===== config.mk =====
export PLATFORM = sky130hd
export DESIGN_NAME = lsp
export DESIGN_NICKNAME = d
export VERILOG_FILES = /design/src/design/cpu_pkg.sv /design/src/design/lsp.sv
export SDC_FILE = /design/constraint.sdc
export NUM_CORES = 1
export LEC_CHECK = 0
export BUFFER_PORTS_ARGS = -buffer_cell sky130_fd_sc_hd__buf_4
export CORE_MARGIN = 4
export CORE_UTILIZATION = 45
export CTS_BUF_LIST = sky130_fd_sc_hd__clkbuf_8
export CTS_CLUSTER_DIAMETER = 150
export DETAILED_ROUTE_END_ITERATION = 10
export HOLD_SLACK_MARGIN = 0.08
export MAX_ROUTING_LAYER = met4
export PLACE_DENSITY = 0.81
export SLEW_MARGIN = 20
export SYNTH_ARGS = -nofsm -noshare
export SYNTH_HDL_FRONTEND = slang
export SYNTH_SLANG_ARGS = --single-unit
export TNS_END_PERCENT = 30

===== constraint.sdc =====
create_clock -name clk -period 0.8 [get_ports clk]
set_clock_uncertainty 0.05 [all_clocks]
set_input_delay 0.08 -clock clk [delete_from_list [all_inputs] [get_ports clk]]
set_output_delay 0.08 -clock clk [all_outputs]
set_load 0.05 [all_outputs]

===== src/design/cpu_pkg.sv =====
package cpu_pkg;

    localparam int XLEN = 64;

    typedef logic [XLEN-1:0] xlen_t;
    typedef logic [31:0]     instr_t;
    typedef logic [4:0]      reg_idx_t;
    typedef logic [7:0]      wmask_t;

    typedef enum logic [2:0] {
        ALU_ADD,
        ALU_SUB,
        ALU_AND,
        ALU_OR,
        ALU_XOR,
        ALU_SLT,
        // Passes operand 2 through for LUI
        ALU_PASS_B
    } alu_op_t;

    typedef enum logic [1:0] {
        BR_NONE,
        BR_BEQ,
        BR_BNE,
        BR_JAL
    } br_type_t;

    // WORD is the 32-bit width of SW
    typedef enum logic [1:0] {
        MW_BYTE,
        MW_WORD,
        MW_DOUBLE
    } mem_width_t;

    typedef enum logic [1:0] {
        FS_IDLE,
        FS_REQ,
        FS_WAIT
    } fetch_state_t;

    // Major opcodes of the kept subset
    localparam logic [6:0] OP_LUI    = 7'b0110111;
    localparam logic [6:0] OP_IMM    = 7'b0010011;
    localparam logic [6:0] OP_REG    = 7'b0110011;
    localparam logic [6:0] OP_BRANCH = 7'b1100011;
    localparam logic [6:0] OP_JAL    = 7'b1101111;
    localparam logic [6:0] OP_STORE  = 7'b0100011;

endpackage

===== src/design/lsp.sv =====
module lsp (
    input  logic                clk,
    input  logic                rst_n,
    // Store issue
    input  logic                st_valid,
    input  cpu_pkg::xlen_t      st_base,
    input  cpu_pkg::xlen_t      st_offset,
    input  cpu_pkg::xlen_t      st_source,
    input  cpu_pkg::mem_width_t st_width,
    output logic                busy,
    // Data memory
    output cpu_pkg::xlen_t      dm_req_addr,
    output cpu_pkg::xlen_t      dm_req_wdata,
    output cpu_pkg::wmask_t     dm_req_wmask,
    output logic                dm_req_valid,
    input  logic                dm_req_ready
);
    cpu_pkg::xlen_t  addr;
    cpu_pkg::xlen_t  lane_data;
    cpu_pkg::wmask_t lane_mask;
    logic            aligned;

    assign addr = st_base + st_offset;

    // Source replicated over every lane and the mask picks the bytes
    always_comb begin
        case (st_width)
            cpu_pkg::MW_BYTE: begin
                lane_data = {8{st_source[7:0]}};
                lane_mask = 8'h01 << addr[2:0];
                aligned   = 1'b1;
            end
            cpu_pkg::MW_WORD: begin
                lane_data = {2{st_source[31:0]}};
                lane_mask = 8'h0f << {addr[2], 2'b00};
                aligned   = (addr[1:0] == 2'b00);
            end
            default: begin
                lane_data = st_source;
                lane_mask = 8'hff;
                aligned   = (addr[2:0] == 3'b000);
            end
        endcase
    end

    // A store entering counts as busy too
    assign busy = st_valid || (dm_req_valid && !dm_req_ready);

    always_ff @(posedge clk or negedge rst_n) begin
        if (!rst_n)
            dm_req_valid <= 1'b0;
        else if (st_valid)
            dm_req_valid <= 1'b1;
        else if (dm_req_ready)
            dm_req_valid <= 1'b0;
    end

    always_ff @(posedge clk) begin
        if (st_valid) begin
            dm_req_addr  <= {addr[cpu_pkg::XLEN-1:3], 3'b000};
            dm_req_wdata <= lane_data;
            dm_req_wmask <= lane_mask;
        end
    end

    assert property (@(posedge clk) disable iff (!rst_n) st_valid |-> aligned);

    // Decode must hold a store back while one is still pending
    assert property (@(posedge clk) disable iff (!rst_n)
        st_valid |-> !(dm_req_valid && !dm_req_ready));

endmodule


# --- Yosys cells after proc, flatten, opt, wreduce, memory -nomap -nowiden ---
# Index checks and enable logic that the tools add are counted.
totals:
  word_cells: 17
  ff_bits: 134
  input_bits: 198
  output_inout_bits: 138
op_classes:
  n_eq_ne: 1
  shifts: 2
  add_sub_neg: 1
  n_reduce_logical: 5
  muxes: 4
op_table:
  columns: ["operator", "n"]
  rows:
  - ["one-hot mux 64 bit (2 select lines)", 1]
  - ["adder 64 bit", 1]
  - ["one-hot mux 8 bit (2 select lines)", 1]
  - ["<< shifter 1 x 3 -> 8 bit, first input constant", 1]
  - ["<< shifter 4 x 3 -> 8 bit, first input constant", 1]
  - ["== test 2 x 1 -> 1 bit, second input constant", 1]
  - ["zero test 2 bit", 1]
  - ["2-to-1 mux 1 bit", 2]
  - ["nonzero test 2 bit", 1]
  - ["logical AND 1 bit", 1]
  - ["zero test 1 bit", 1]
  - ["logical OR 1 bit", 1]

# --- Logic depth before layout (Yosys ltp) ---
# Gate-level depths: netlist (run 1).
depth:
  ltp_word: 3
  depth_mapped: 12
  ltp_nobuf: 12

# --- Worst setup path before layout (run 1) ---
# No wires, ideal clock.
synth_path:
  path_type: "input to register"
  from: "input port st_base[0]"
  to: "register dm_req_addr[62], data pin"
  setup_ps: 259
  path_buffers: 0
  required_ps: 491
  path_slack_ps: -2124
  arrival_ps: 2615
  cell_stages: 12
  path_cell_list: "ha_1 > inv_1 > fa_1 > and2b_1 > o2111ai_2 > a21oi_4 > o2111ai_4 > a2111oi_4 > o211ai_2 > a211oi_4 > a41oi_1 > xnor2_1"
synth_via:
  elab_chain_cells: 1
synth_lines:
  columns: ["element", "line", "rtl"]
  rows:
  - ["start, declared", "lsp.sv:6", "input cpu_pkg::xlen_t st_base,"]
  - ["adder 64 bit", "lsp.sv:23", "assign addr = st_base + st_offset;"]
  - ["net addr[62]", "lsp.sv:18", "cpu_pkg::xlen_t addr;"]
  - ["end signal, assigned", "lsp.sv:60", "dm_req_addr <= {addr[cpu_pkg::XLEN-1:3], 3'b000};"]
  - ["end, declared", "lsp.sv:12", "output cpu_pkg::xlen_t dm_req_addr,"]
# The timed path passes the listed nets, and every way through them passes these cells.
# A chain may end at the register's enable or synchronous reset.

# --- Worst setup path after layout (run 1) ---
layout_path:
  from: "input port st_offset[0]"
  to: "register dm_req_addr[62], data pin"
layout_via:
  elab_chain_cells: 1
layout_lines:
  columns: ["element", "line", "rtl"]
  rows:
  - ["start, declared", "lsp.sv:7", "input cpu_pkg::xlen_t st_offset,"]
  - ["adder 64 bit", "lsp.sv:23", null]
  - ["net addr[62]", "lsp.sv:18", null]
# The timed path passes the listed nets, and every way through them passes these cells.

==> results of run 1 <==
[flip-flops by register name, indices dropped and copies added, names as in the netlist]
name	cells
dm_req_addr	61
dm_req_valid	1
dm_req_wdata	64
dm_req_wmask	8
[timing repair]
action / in CTS / in global routing
hold buffers: 65 / 2
endpoints found under the hold margin: 89 / 53
pin swaps: 77 / 67
endpoints found under the setup margin: 214 / 261
buffers inserted: 28 / 23
gates resized for setup: 244 / 133
[path summary, 6_finish.rpt]
| kind | startpoint | cells after the start | endpoint |
|---|---|---|---|
| min in group asynchronous | rst_n | 3 | dm_req_valid$_DFFE_PN0P_ |
| min | st_source[34] | 2 | dm_req_wdata[34]$_DFFE_PP_ |
| max | st_offset[0] | 14 | dm_req_addr[62]$_DFFE_PP_ |
| min reg2reg | dm_req_valid$_DFFE_PN0P_ | 2 | dm_req_valid$_DFFE_PN0P_ |
| max reg2reg | dm_req_valid$_DFFE_PN0P_ | 2 | dm_req_valid$_DFFE_PN0P_ |
| max in group asynchronous | rst_n | 3 | dm_req_valid$_DFFE_PN0P_ |
[metrics by stage]
stage	util [%]	cell area, um2
6_report	86.0	16800
5_1_grt	86.0	16800
4_1_cts	83.7	16400
3_5_place_dp	71.9	14100
3_3_place_gp	71.9	14100
2_1_floorplan	-	9430
[cells by family after synthesis]
| group | after synthesis |
|---|---|
| DFF | 134 |
| muxes | 8 |
| adders and majority gates | 64 |
| buffers and inverters | 73 |
| AOI/OAI and AO/OA | 295 |
| xor gates and xnor gates | 61 |
| and+or+nand+nor | 253 |
| other | 1 |
[Yosys cell counts, drive strengths merged, types with 5 or more instances]
cell type    n
a2111oi      5
a211oi       7
a21o        49
a21oi      100
a31oi        7
and2         5
and3         6
buf         22
clkbuf      23
edfxtp     133
ha          63
inv         28
mux2         8
nand2      135
nand3       10
nand4       15
nor2        39
nor2b       12
nor3        10
o211ai       7
o21a         5
o21ai       60
o21bai      20
xnor2       37
xor2        24
[per-layer routing]
metal	part of all wire (%)	global-route usage, %	vias up
li1	-	-	4661
met1	32	38.0	5175
met2	49	60.9	1009
met3	11	7.78	345
met4	9.0	23.4	0
met5	0	-	-
[power breakdown]
group	leakage, uW	total [uW]	switching, uW	internal (uW)
sequential	0.00131	9500	590	8910
combinational	0.00616	14300	8060	6270
clock	0.000222	6550	3570	2980
total	0.00769	30400	12200	18200
[cells in the final DEF, fill, tap and decap left out, types with 14 or more instances in the layout]
| cell | instances |
|---|---|
| sky130_fd_sc_hd__a21o_1 | 47 |
| sky130_fd_sc_hd__a21oi_1 | 57 |
| sky130_fd_sc_hd__a21oi_2 | 37 |
| sky130_fd_sc_hd__buf_4 | 473 |
| sky130_fd_sc_hd__buf_6 | 175 |
| sky130_fd_sc_hd__clkbuf_8 | 17 |
| sky130_fd_sc_hd__dlygate4sd3_1 | 38 |
| sky130_fd_sc_hd__edfxtp_1 | 133 |
| sky130_fd_sc_hd__ha_1 | 34 |
| sky130_fd_sc_hd__ha_4 | 29 |
| sky130_fd_sc_hd__inv_1 | 25 |
| sky130_fd_sc_hd__nand2_1 | 125 |
| sky130_fd_sc_hd__nand4_1 | 14 |
| sky130_fd_sc_hd__nor2_1 | 28 |
| sky130_fd_sc_hd__o21ai_0 | 32 |
| sky130_fd_sc_hd__o21ai_1 | 19 |
| sky130_fd_sc_hd__o21bai_1 | 18 |
| sky130_fd_sc_hd__xnor2_1 | 28 |
| sky130_fd_sc_hd__xor2_1 | 19 |
[final cells by class]
class,count,area share [%]
Timing Repair Buffer,706,36.9
Multi-Input combinational cell,684,34.0
Sequential cell,134,23.9
Tap cell,265,1.97
Clock buffer,17,1.39
Clock inverter,15,1.21
Inverter,28,0.624
Antenna cell,1,0.0149
==> results.txt, run 1 <==
* Status: complete, but fails checks
- The checks that failed: hold timing, setup timing.
* Worst min path class: input pin to flip-flop
- Global routing used 36.0% of the available tracks across all layers.
- Yosys warning count: 0
- Via-per-instance ratio: 6.05
- Overall die area: 22400 um2
- Overall routed net length: 44200 um
* WS Path Type: input pin to flip-flop
- Count of final setup violators: 231
* Core area: 19600 um2
- In the synthesized netlist, mux cells make up 0.999% of the area.
- The clock reaches the later pin of the worst-skew pair after 0.47 ns.
* Estimated wirelength of the detail-placed design: 25300 um
* Max Cap Viol: 0
- Initial antenna violation count: 0
- Setup Slack @ Placement: -2.32 ns
- Setup slack of the critical path after layout: -1.78 ns
* Net count reported at finish: 1833
* Weighted congestion reported at the end of routability-driven placement: 0.942
- Most frequent CP cell: sky130_fd_sc_hd__o2111ai_4
- Number of synthesized flops with an enable pin: 133
* Overall via count from detail_route: 11200
- Clock tree from TritonCTS: done
* Worst-case headroom to the max-slew limit: 57.3%
* Netlist Area Pre-Place: 9020 um2
- Adder-Cell Fraction of Synth Area: 8.96%
* Share of the synthesized area in the top cell type: 44.3%
* Total power divided by cell area: 1800 nW/um2
* Multi-input gate area in the final layout: 5730 um2
* CTS H-tree lvls: 4
* Gate count of the mapped netlist: 889
- CP delay by family, top: compound AO/OA/AOI/OAI gates
- Entering global routing, the biggest net connects 30 pins.
- Period utilisation layout: 323%
- Final critical-path required period: 2.58 ns
- Async set or reset register ratio after synthesis: 0.746%
- Unrepaired setup endpoints after global routing: true
- Relative to the synthesized area, the layout overhead comes to 86.7%.
- The critical path goes through buf_8 -> ha_4 -> inv_2 -> fa_2 -> and2b_2 -> o2111ai_4 -> a21oi_4 -> o2111ai_4 -> a2111oi_4 -> o211ai_2 -> a211oi_4 -> buf_4 -> a41oi_2 -> xnor2_1.
- Setup tns final: -140.22 ns
* Root buffer cell: sky130_fd_sc_hd__clkbuf_8
* Largest fanout of any net on the critical path: 3
- STA puts the critical path data required time at 0.99 ns.
- In this design, the stage delay of the slowest critical-path cell is 0.42 ns.
* Share of layout cells above drive strength 1: 55.2%
* Clock Sink Count: 134
- The first global-routing pass estimated 60600 um of wire.
- Slew Limit Fails: 0
- Counting both buffers and inverters, the worst setup path holds a total of 3.
- The tightest hold path in the finished design has a slack of -0.140 ns.
* Distinct cell type count after synthesis: 82
- DRC Markers: 0
* Number of input and output port buffers inserted: 332
* Top-Level Pins: 336
* Die height: 150 um
- By area, the combinational part of the netlist is dominated by compound AO/OA/AOI/OAI gates.
- Placed cell count: 1713
* Total power consumption of the routed design: 30400 uW
- Mean routed wirelength per cell: 23.9 um
- For this run, the register share of the synthesized area comes to 44.5%.
- Compound-Gate Fraction of Synth Area: 22.3%
* Sequential cell area: 4020 um2
- Register-to-register setup slack: -0.02 ns
* Area contributors post-synth: sky130_fd_sc_hd__edfxtp_1 (44%), sky130_fd_sc_hd__ha_1 (8.7%), sky130_fd_sc_hd__nand2_1 (5.6%)
- Crit path DAT: 2.78 ns
- Crit path capture type: flip-flop
- Starting density of the core: 46.0%
- Synthesis inferred 134 register bits.
* Cell with the largest stage delay on the worst path: sky130_fd_sc_hd__a2111oi_4
- DIE WIDTH: 150 um
* Clock Tree Buf Depth: 2
* Post-synthesis simple-gate area fraction: 13.5%
- Final hold violation count: 22
- In this run the core area contains 51 standard-cell rows.
- Total CTS buffers: 17
* Drt first pass iters: 8
* Most used flip-flop cell after synthesis: sky130_fd_sc_hd__edfxtp_1
- The synthesized design spends more area on one cell type than any other, namely sky130_fd_sc_hd__edfxtp_1.
* Startpoint kind of the worst setup timing path: input pin
- Leakage component of the power: 0.00769 uW
- Once detail routing completed, the nets flagged for antenna violations numbered 0.
* Clock-pin slew of the registers on the worst-case setup and hold paths: 0.11 ns
- After filler insertion, the fill cell instance count of the layout stands at 917.
* Transition time of the tightest slew-check pin: 0.639 ns
- Total congestion overflow after global routing: 0
- After the first detailed-routing iteration, the DRC count stood at 1250.
- Mean area per synthesized cell: 10.1 um2
- Worst VDD drop: 0.00115 V
* Vias in the first global route: 11200
- Cell Count, Final, Fillers Out: 1850
* Fraction of synthesized cell area in xor and xnor cells: 5.92%
* Top achievable clock speed: 387 MHz
Power figures use the tool's default switching activity.
==> inputs of run 2 (changes only) <==
--- a/config.mk
+++ b/config.mk
@@ -6,14 +6,13 @@
 export NUM_CORES = 1
 export LEC_CHECK = 0
 export BUFFER_PORTS_ARGS = -buffer_cell sky130_fd_sc_hd__buf_4
-export CORE_MARGIN = 4
 export CORE_UTILIZATION = 45
 export CTS_BUF_LIST = sky130_fd_sc_hd__clkbuf_8
 export CTS_CLUSTER_DIAMETER = 150
 export DETAILED_ROUTE_END_ITERATION = 10
 export HOLD_SLACK_MARGIN = 0.08
 export MAX_ROUTING_LAYER = met4
-export PLACE_DENSITY = 0.81
+export PLACE_DENSITY = 0.78
 export SLEW_MARGIN = 20
 export SYNTH_ARGS = -nofsm -noshare
 export SYNTH_HDL_FRONTEND = slang
==> constraint.sdc (replaced) <==
create_clock -name clk -period 2.9 [get_ports clk]
set_clock_uncertainty 0.05 [all_clocks]
set_input_delay 0.29 -clock clk [delete_from_list [all_inputs] [get_ports clk]]
set_output_delay 0.29 -clock clk [all_outputs]
set_load 0.02 [all_outputs]
==> run 2 against run 1 <==
The flow now finishes without violations; non-clock buffer count is 183 lower; critical path depth is 3 lower; register-to-register slack gained 2.2 ns; cell area is 19% lower; total power fell by 78%; first-iteration DRC count decreased by 53%; cell count decreased by 9.9%; sequential power shrank 73%; largest power group is now registers; highest routed layer unchanged.
==> results.txt, run 2 (same netlist as run 1, synthesis figures left out) <==
- Status: finished, final reports clean (was complete, but fails checks).
* Starting density of the core: 46.2% (was 46.0%)
- Timing would allow up to 360 MHz.
- Of the available clock period, the critical path in the final layout requires 95.7%.
- The combined buffer and inverter count along the critical path came to 2 (was 3).
- Unrepaired setup endpoints after global routing: true (unchanged)
- The power per cell area came to 481 nW/um2 (was 1800 nW/um2).
- Setup slack of the critical path after layout: 0.125 ns (was -1.78 ns)
* Number of input and output port buffers inserted: 332 (unchanged)
* Transition time of the tightest slew-check pin: 0.764 ns (was 0.639 ns)
* Clock Tree Buf Depth: 2 (unchanged)
- The fraction of final layout cells sized beyond drive strength 1 came to 38.4% (was 55.2%).
- Placed cell count: 1572 (was 1713)
- Largest fanout of any net on the critical path: 7 (was 3)
- Data required time of the critical path: 3.06 ns (was 0.99 ns)
* Clock-pin slew of the registers on the worst-case setup and hold paths: 0.10 ns (was 0.11 ns)
* Overall die area: 20600 um2 (was 22400 um2)
* Final critical-path required period: 2.77 ns
- The number of standard-cell rows in the floorplan is 51 (unchanged).
* Cell with the largest stage delay on the worst path: sky130_fd_sc_hd__a2111oi_4 (unchanged)
- The data arrival time of the worst path came to 2.93 ns (was 2.78 ns).
* Die height: 144 um (was 150 um)
- Wire length of the first global-routing pass: 44500 um (was 60600 um)
* Signed area change from the synthesized netlist to the final layout: 51.1% (was 86.7%)
* Starting DRT DRC Count: 588 (was 1250)
- The number of buffers created by CTS was 17 (unchanged).
- Weighted congestion reported at the end of routability-driven placement: 0.935 (was 0.942)
* Total congestion overflow after global routing: 0 (unchanged)
- The total vias in the final route was 9018 (was 11200).
- Final hold violation count: 0 (was 22)
* Vias in the first global route: 8858 (was 11200)
- Clk Latency, worst-skew pair: 0.44 ns (was 0.47 ns)
- The final antenna diode count is 0 (was 1).
* Leakage component of the power: 0.00627 uW (was 0.00769 uW)
- Worst min path class: input pin to flip-flop (unchanged)
- The maximum level of the CTS H-tree is 4 (unchanged).
- CP peak stage delay: 0.51 ns (was 0.42 ns)
* Largest register by flop count: dm_req_wdata (unchanged)
- Initial antenna violation count: 0 (unchanged)
- The total number of clock tree sinks was 134 (unchanged).
- The die boundary width is 144 um (was 150 um).
- The max capacitance violation total was 0 (unchanged).
- Top flop regs: dm_req_wdata: 64 flops, dm_req_addr: 61 flops, dm_req_wmask: 8 flops (unchanged)
* Core area: 19500 um2 (was 19600 um2)
- Startpoint kind of the worst setup timing path: input pin (unchanged)
- Top-Level Pins: 336 (unchanged)
* CP delay by family, top: compound AO/OA/AOI/OAI gates (unchanged)
* Maximum number of pins on one net before global-route repair: 71 (was 30)
- The capturing element type of the critical path was a flip-flop (unchanged).
- DRC Markers: 0 (unchanged)
- The pre-CTS worst setup slack came to -0.399 ns (was -2.32 ns).
- Flip-flop count of the largest register after layout: 64 (unchanged)
- The final standard cell utilization of the core was 69.8% (was 86.0%).
- Slew Limit Fails: 0 (unchanged)
- Clock tree from TritonCTS: done (unchanged)
- Mean routed wirelength per cell: 18.1 um (was 23.9 um)
* Worst VDD drop: 0.000248 V (was 0.00115 V)
- GRT Overall Usage: 29.3% (was 36.0%)
* Drt first pass iters: 5 (was 8)
- Via-per-instance ratio: 5.41 (was 6.05)
- The placed wire-length estimate is 22100 um (was 25300 um).
- The type of the worst setup path is input pin to flip-flop (unchanged).
* Count of final setup violators: 0 (was 231)
* Overall routed net length: 30100 um (was 44200 um)
* Fill count: 1462 (was 917)
- Net count reported at finish: 1650 (was 1833)
- Cell-by-cell listing of the critical path: buf_4 -> ha_1 -> a21oi_1 -> o21ai_0 -> a211o_1 -> inv_1 -> a2111oi_4 -> a211oi_4 -> o41ai_4 -> a31oi_1 -> xnor2_1 (was buf_8 -> ha_4 -> inv_2 -> fa_2 -> and2b_2 -> o2111ai_4 -> a21oi_4 -> o2111ai_4 -> a2111oi_4 -> o211ai_2 -> a211oi_4 -> buf_4 -> a41oi_2 -> xnor2_1).
- Worst-case headroom to the max-slew limit: 48.9% (was 57.3%)
- The leading cell type in the layout, fill and taps excluded is sky130_fd_sc_hd__buf_4 (unchanged).
- Total power consumption of the routed design: 6560 uW (was 30400 uW)
- The final non-filler cell total came to 1666 (was 1850).
- The clock root buffer is sky130_fd_sc_hd__clkbuf_8 (unchanged).
- Residual antenna-violating net count after detailed routing: 0 (unchanged)
- Highest-count cells in the layout ignoring fill and taps: sky130_fd_sc_hd__buf_4 (460), sky130_fd_sc_hd__nand2_1 (135), sky130_fd_sc_hd__edfxtp_1 (133) (was sky130_fd_sc_hd__buf_4 (473), sky130_fd_sc_hd__buf_6 (175), sky130_fd_sc_hd__edfxtp_1 (133)).
* Worst hold margin: 0.114 ns (was -0.140 ns)
run 2: changes by cell type in the layout (fill, tap and decap cells not counted), moves of 13 or more:
cell / delta
sky130_fd_sc_hd__buf_6: -175
sky130_fd_sc_hd__a21oi_1: +41
sky130_fd_sc_hd__o21ai_0: +23
sky130_fd_sc_hd__ha_1: +28
sky130_fd_sc_hd__a21oi_2: -36
sky130_fd_sc_hd__ha_4: -28
sky130_fd_sc_hd__o21ai_1: -14
sky130_fd_sc_hd__dlygate4sd3_1: +24
sky130_fd_sc_hd__buf_4: -13
run 2: layer usage:
metal	share of wire, %	track usage [%]	vias to the layer above
li1	-	-	4273
met1	39	32.6	4227
met2	51	51.0	436
met3	7.3	5.66	82
met4	3.4	12.6	0
met5	0	-	-
run 2: power by group:
part	total (uW)	internal, uW	switching [uW]
Sequential	2550	2450	97.6
Combinational	2410	1130	1280
Clock	1600	715	881
run 2: worst paths after layout:
path | startpoint | endpoint | slack (ns) | depth (start not counted)
worst max-delay path | st_offset[16] | dm_req_addr[57]$_DFFE_PP_ | 0.13 | 11
worst min-delay path | st_source[39] | dm_req_wdata[39]$_DFFE_PP_ | 0.11 | 2
worst max register to register | dm_req_valid$_DFFE_PN0P_ | dm_req_valid$_DFFE_PN0P_ | 2.15 | 1
worst min register to register | dm_req_valid$_DFFE_PN0P_ | dm_req_valid$_DFFE_PN0P_ | 0.50 | 1
max in group asynchronous | rst_n | dm_req_valid$_DFFE_PN0P_ | 2.08 | 3
min in group asynchronous | rst_n | dm_req_valid$_DFFE_PN0P_ | 0.62 | 3
run 2: area by class of cell:
class	count	area, um2	area share, %
tap	265	332	2.43
inverter	28	105	0.771
timing repair buffer	523	4090	30.0
multi-input combinational	684	4690	34.4
clock buffer	17	234	1.72
clock inverter	15	156	1.15
sequential	134	4020	29.5
run 2: repair_timing:
item	in CTS	in global routing
buffers inserted	0	0
hold buffers	61	1
endpoints found under the setup margin	0	3
endpoints found under the hold margin	60	1
gates resized for setup	0	1
run 2: metrics by stage:
step                      TNS, ns  instance area [um2]
after global routing      -0.0261                13600
after CTS                       0                13600
after floorplan            -0.142                 9050
after global placement      -3.03                12600
after detailed placement    -3.78                12600
final                           0                13600
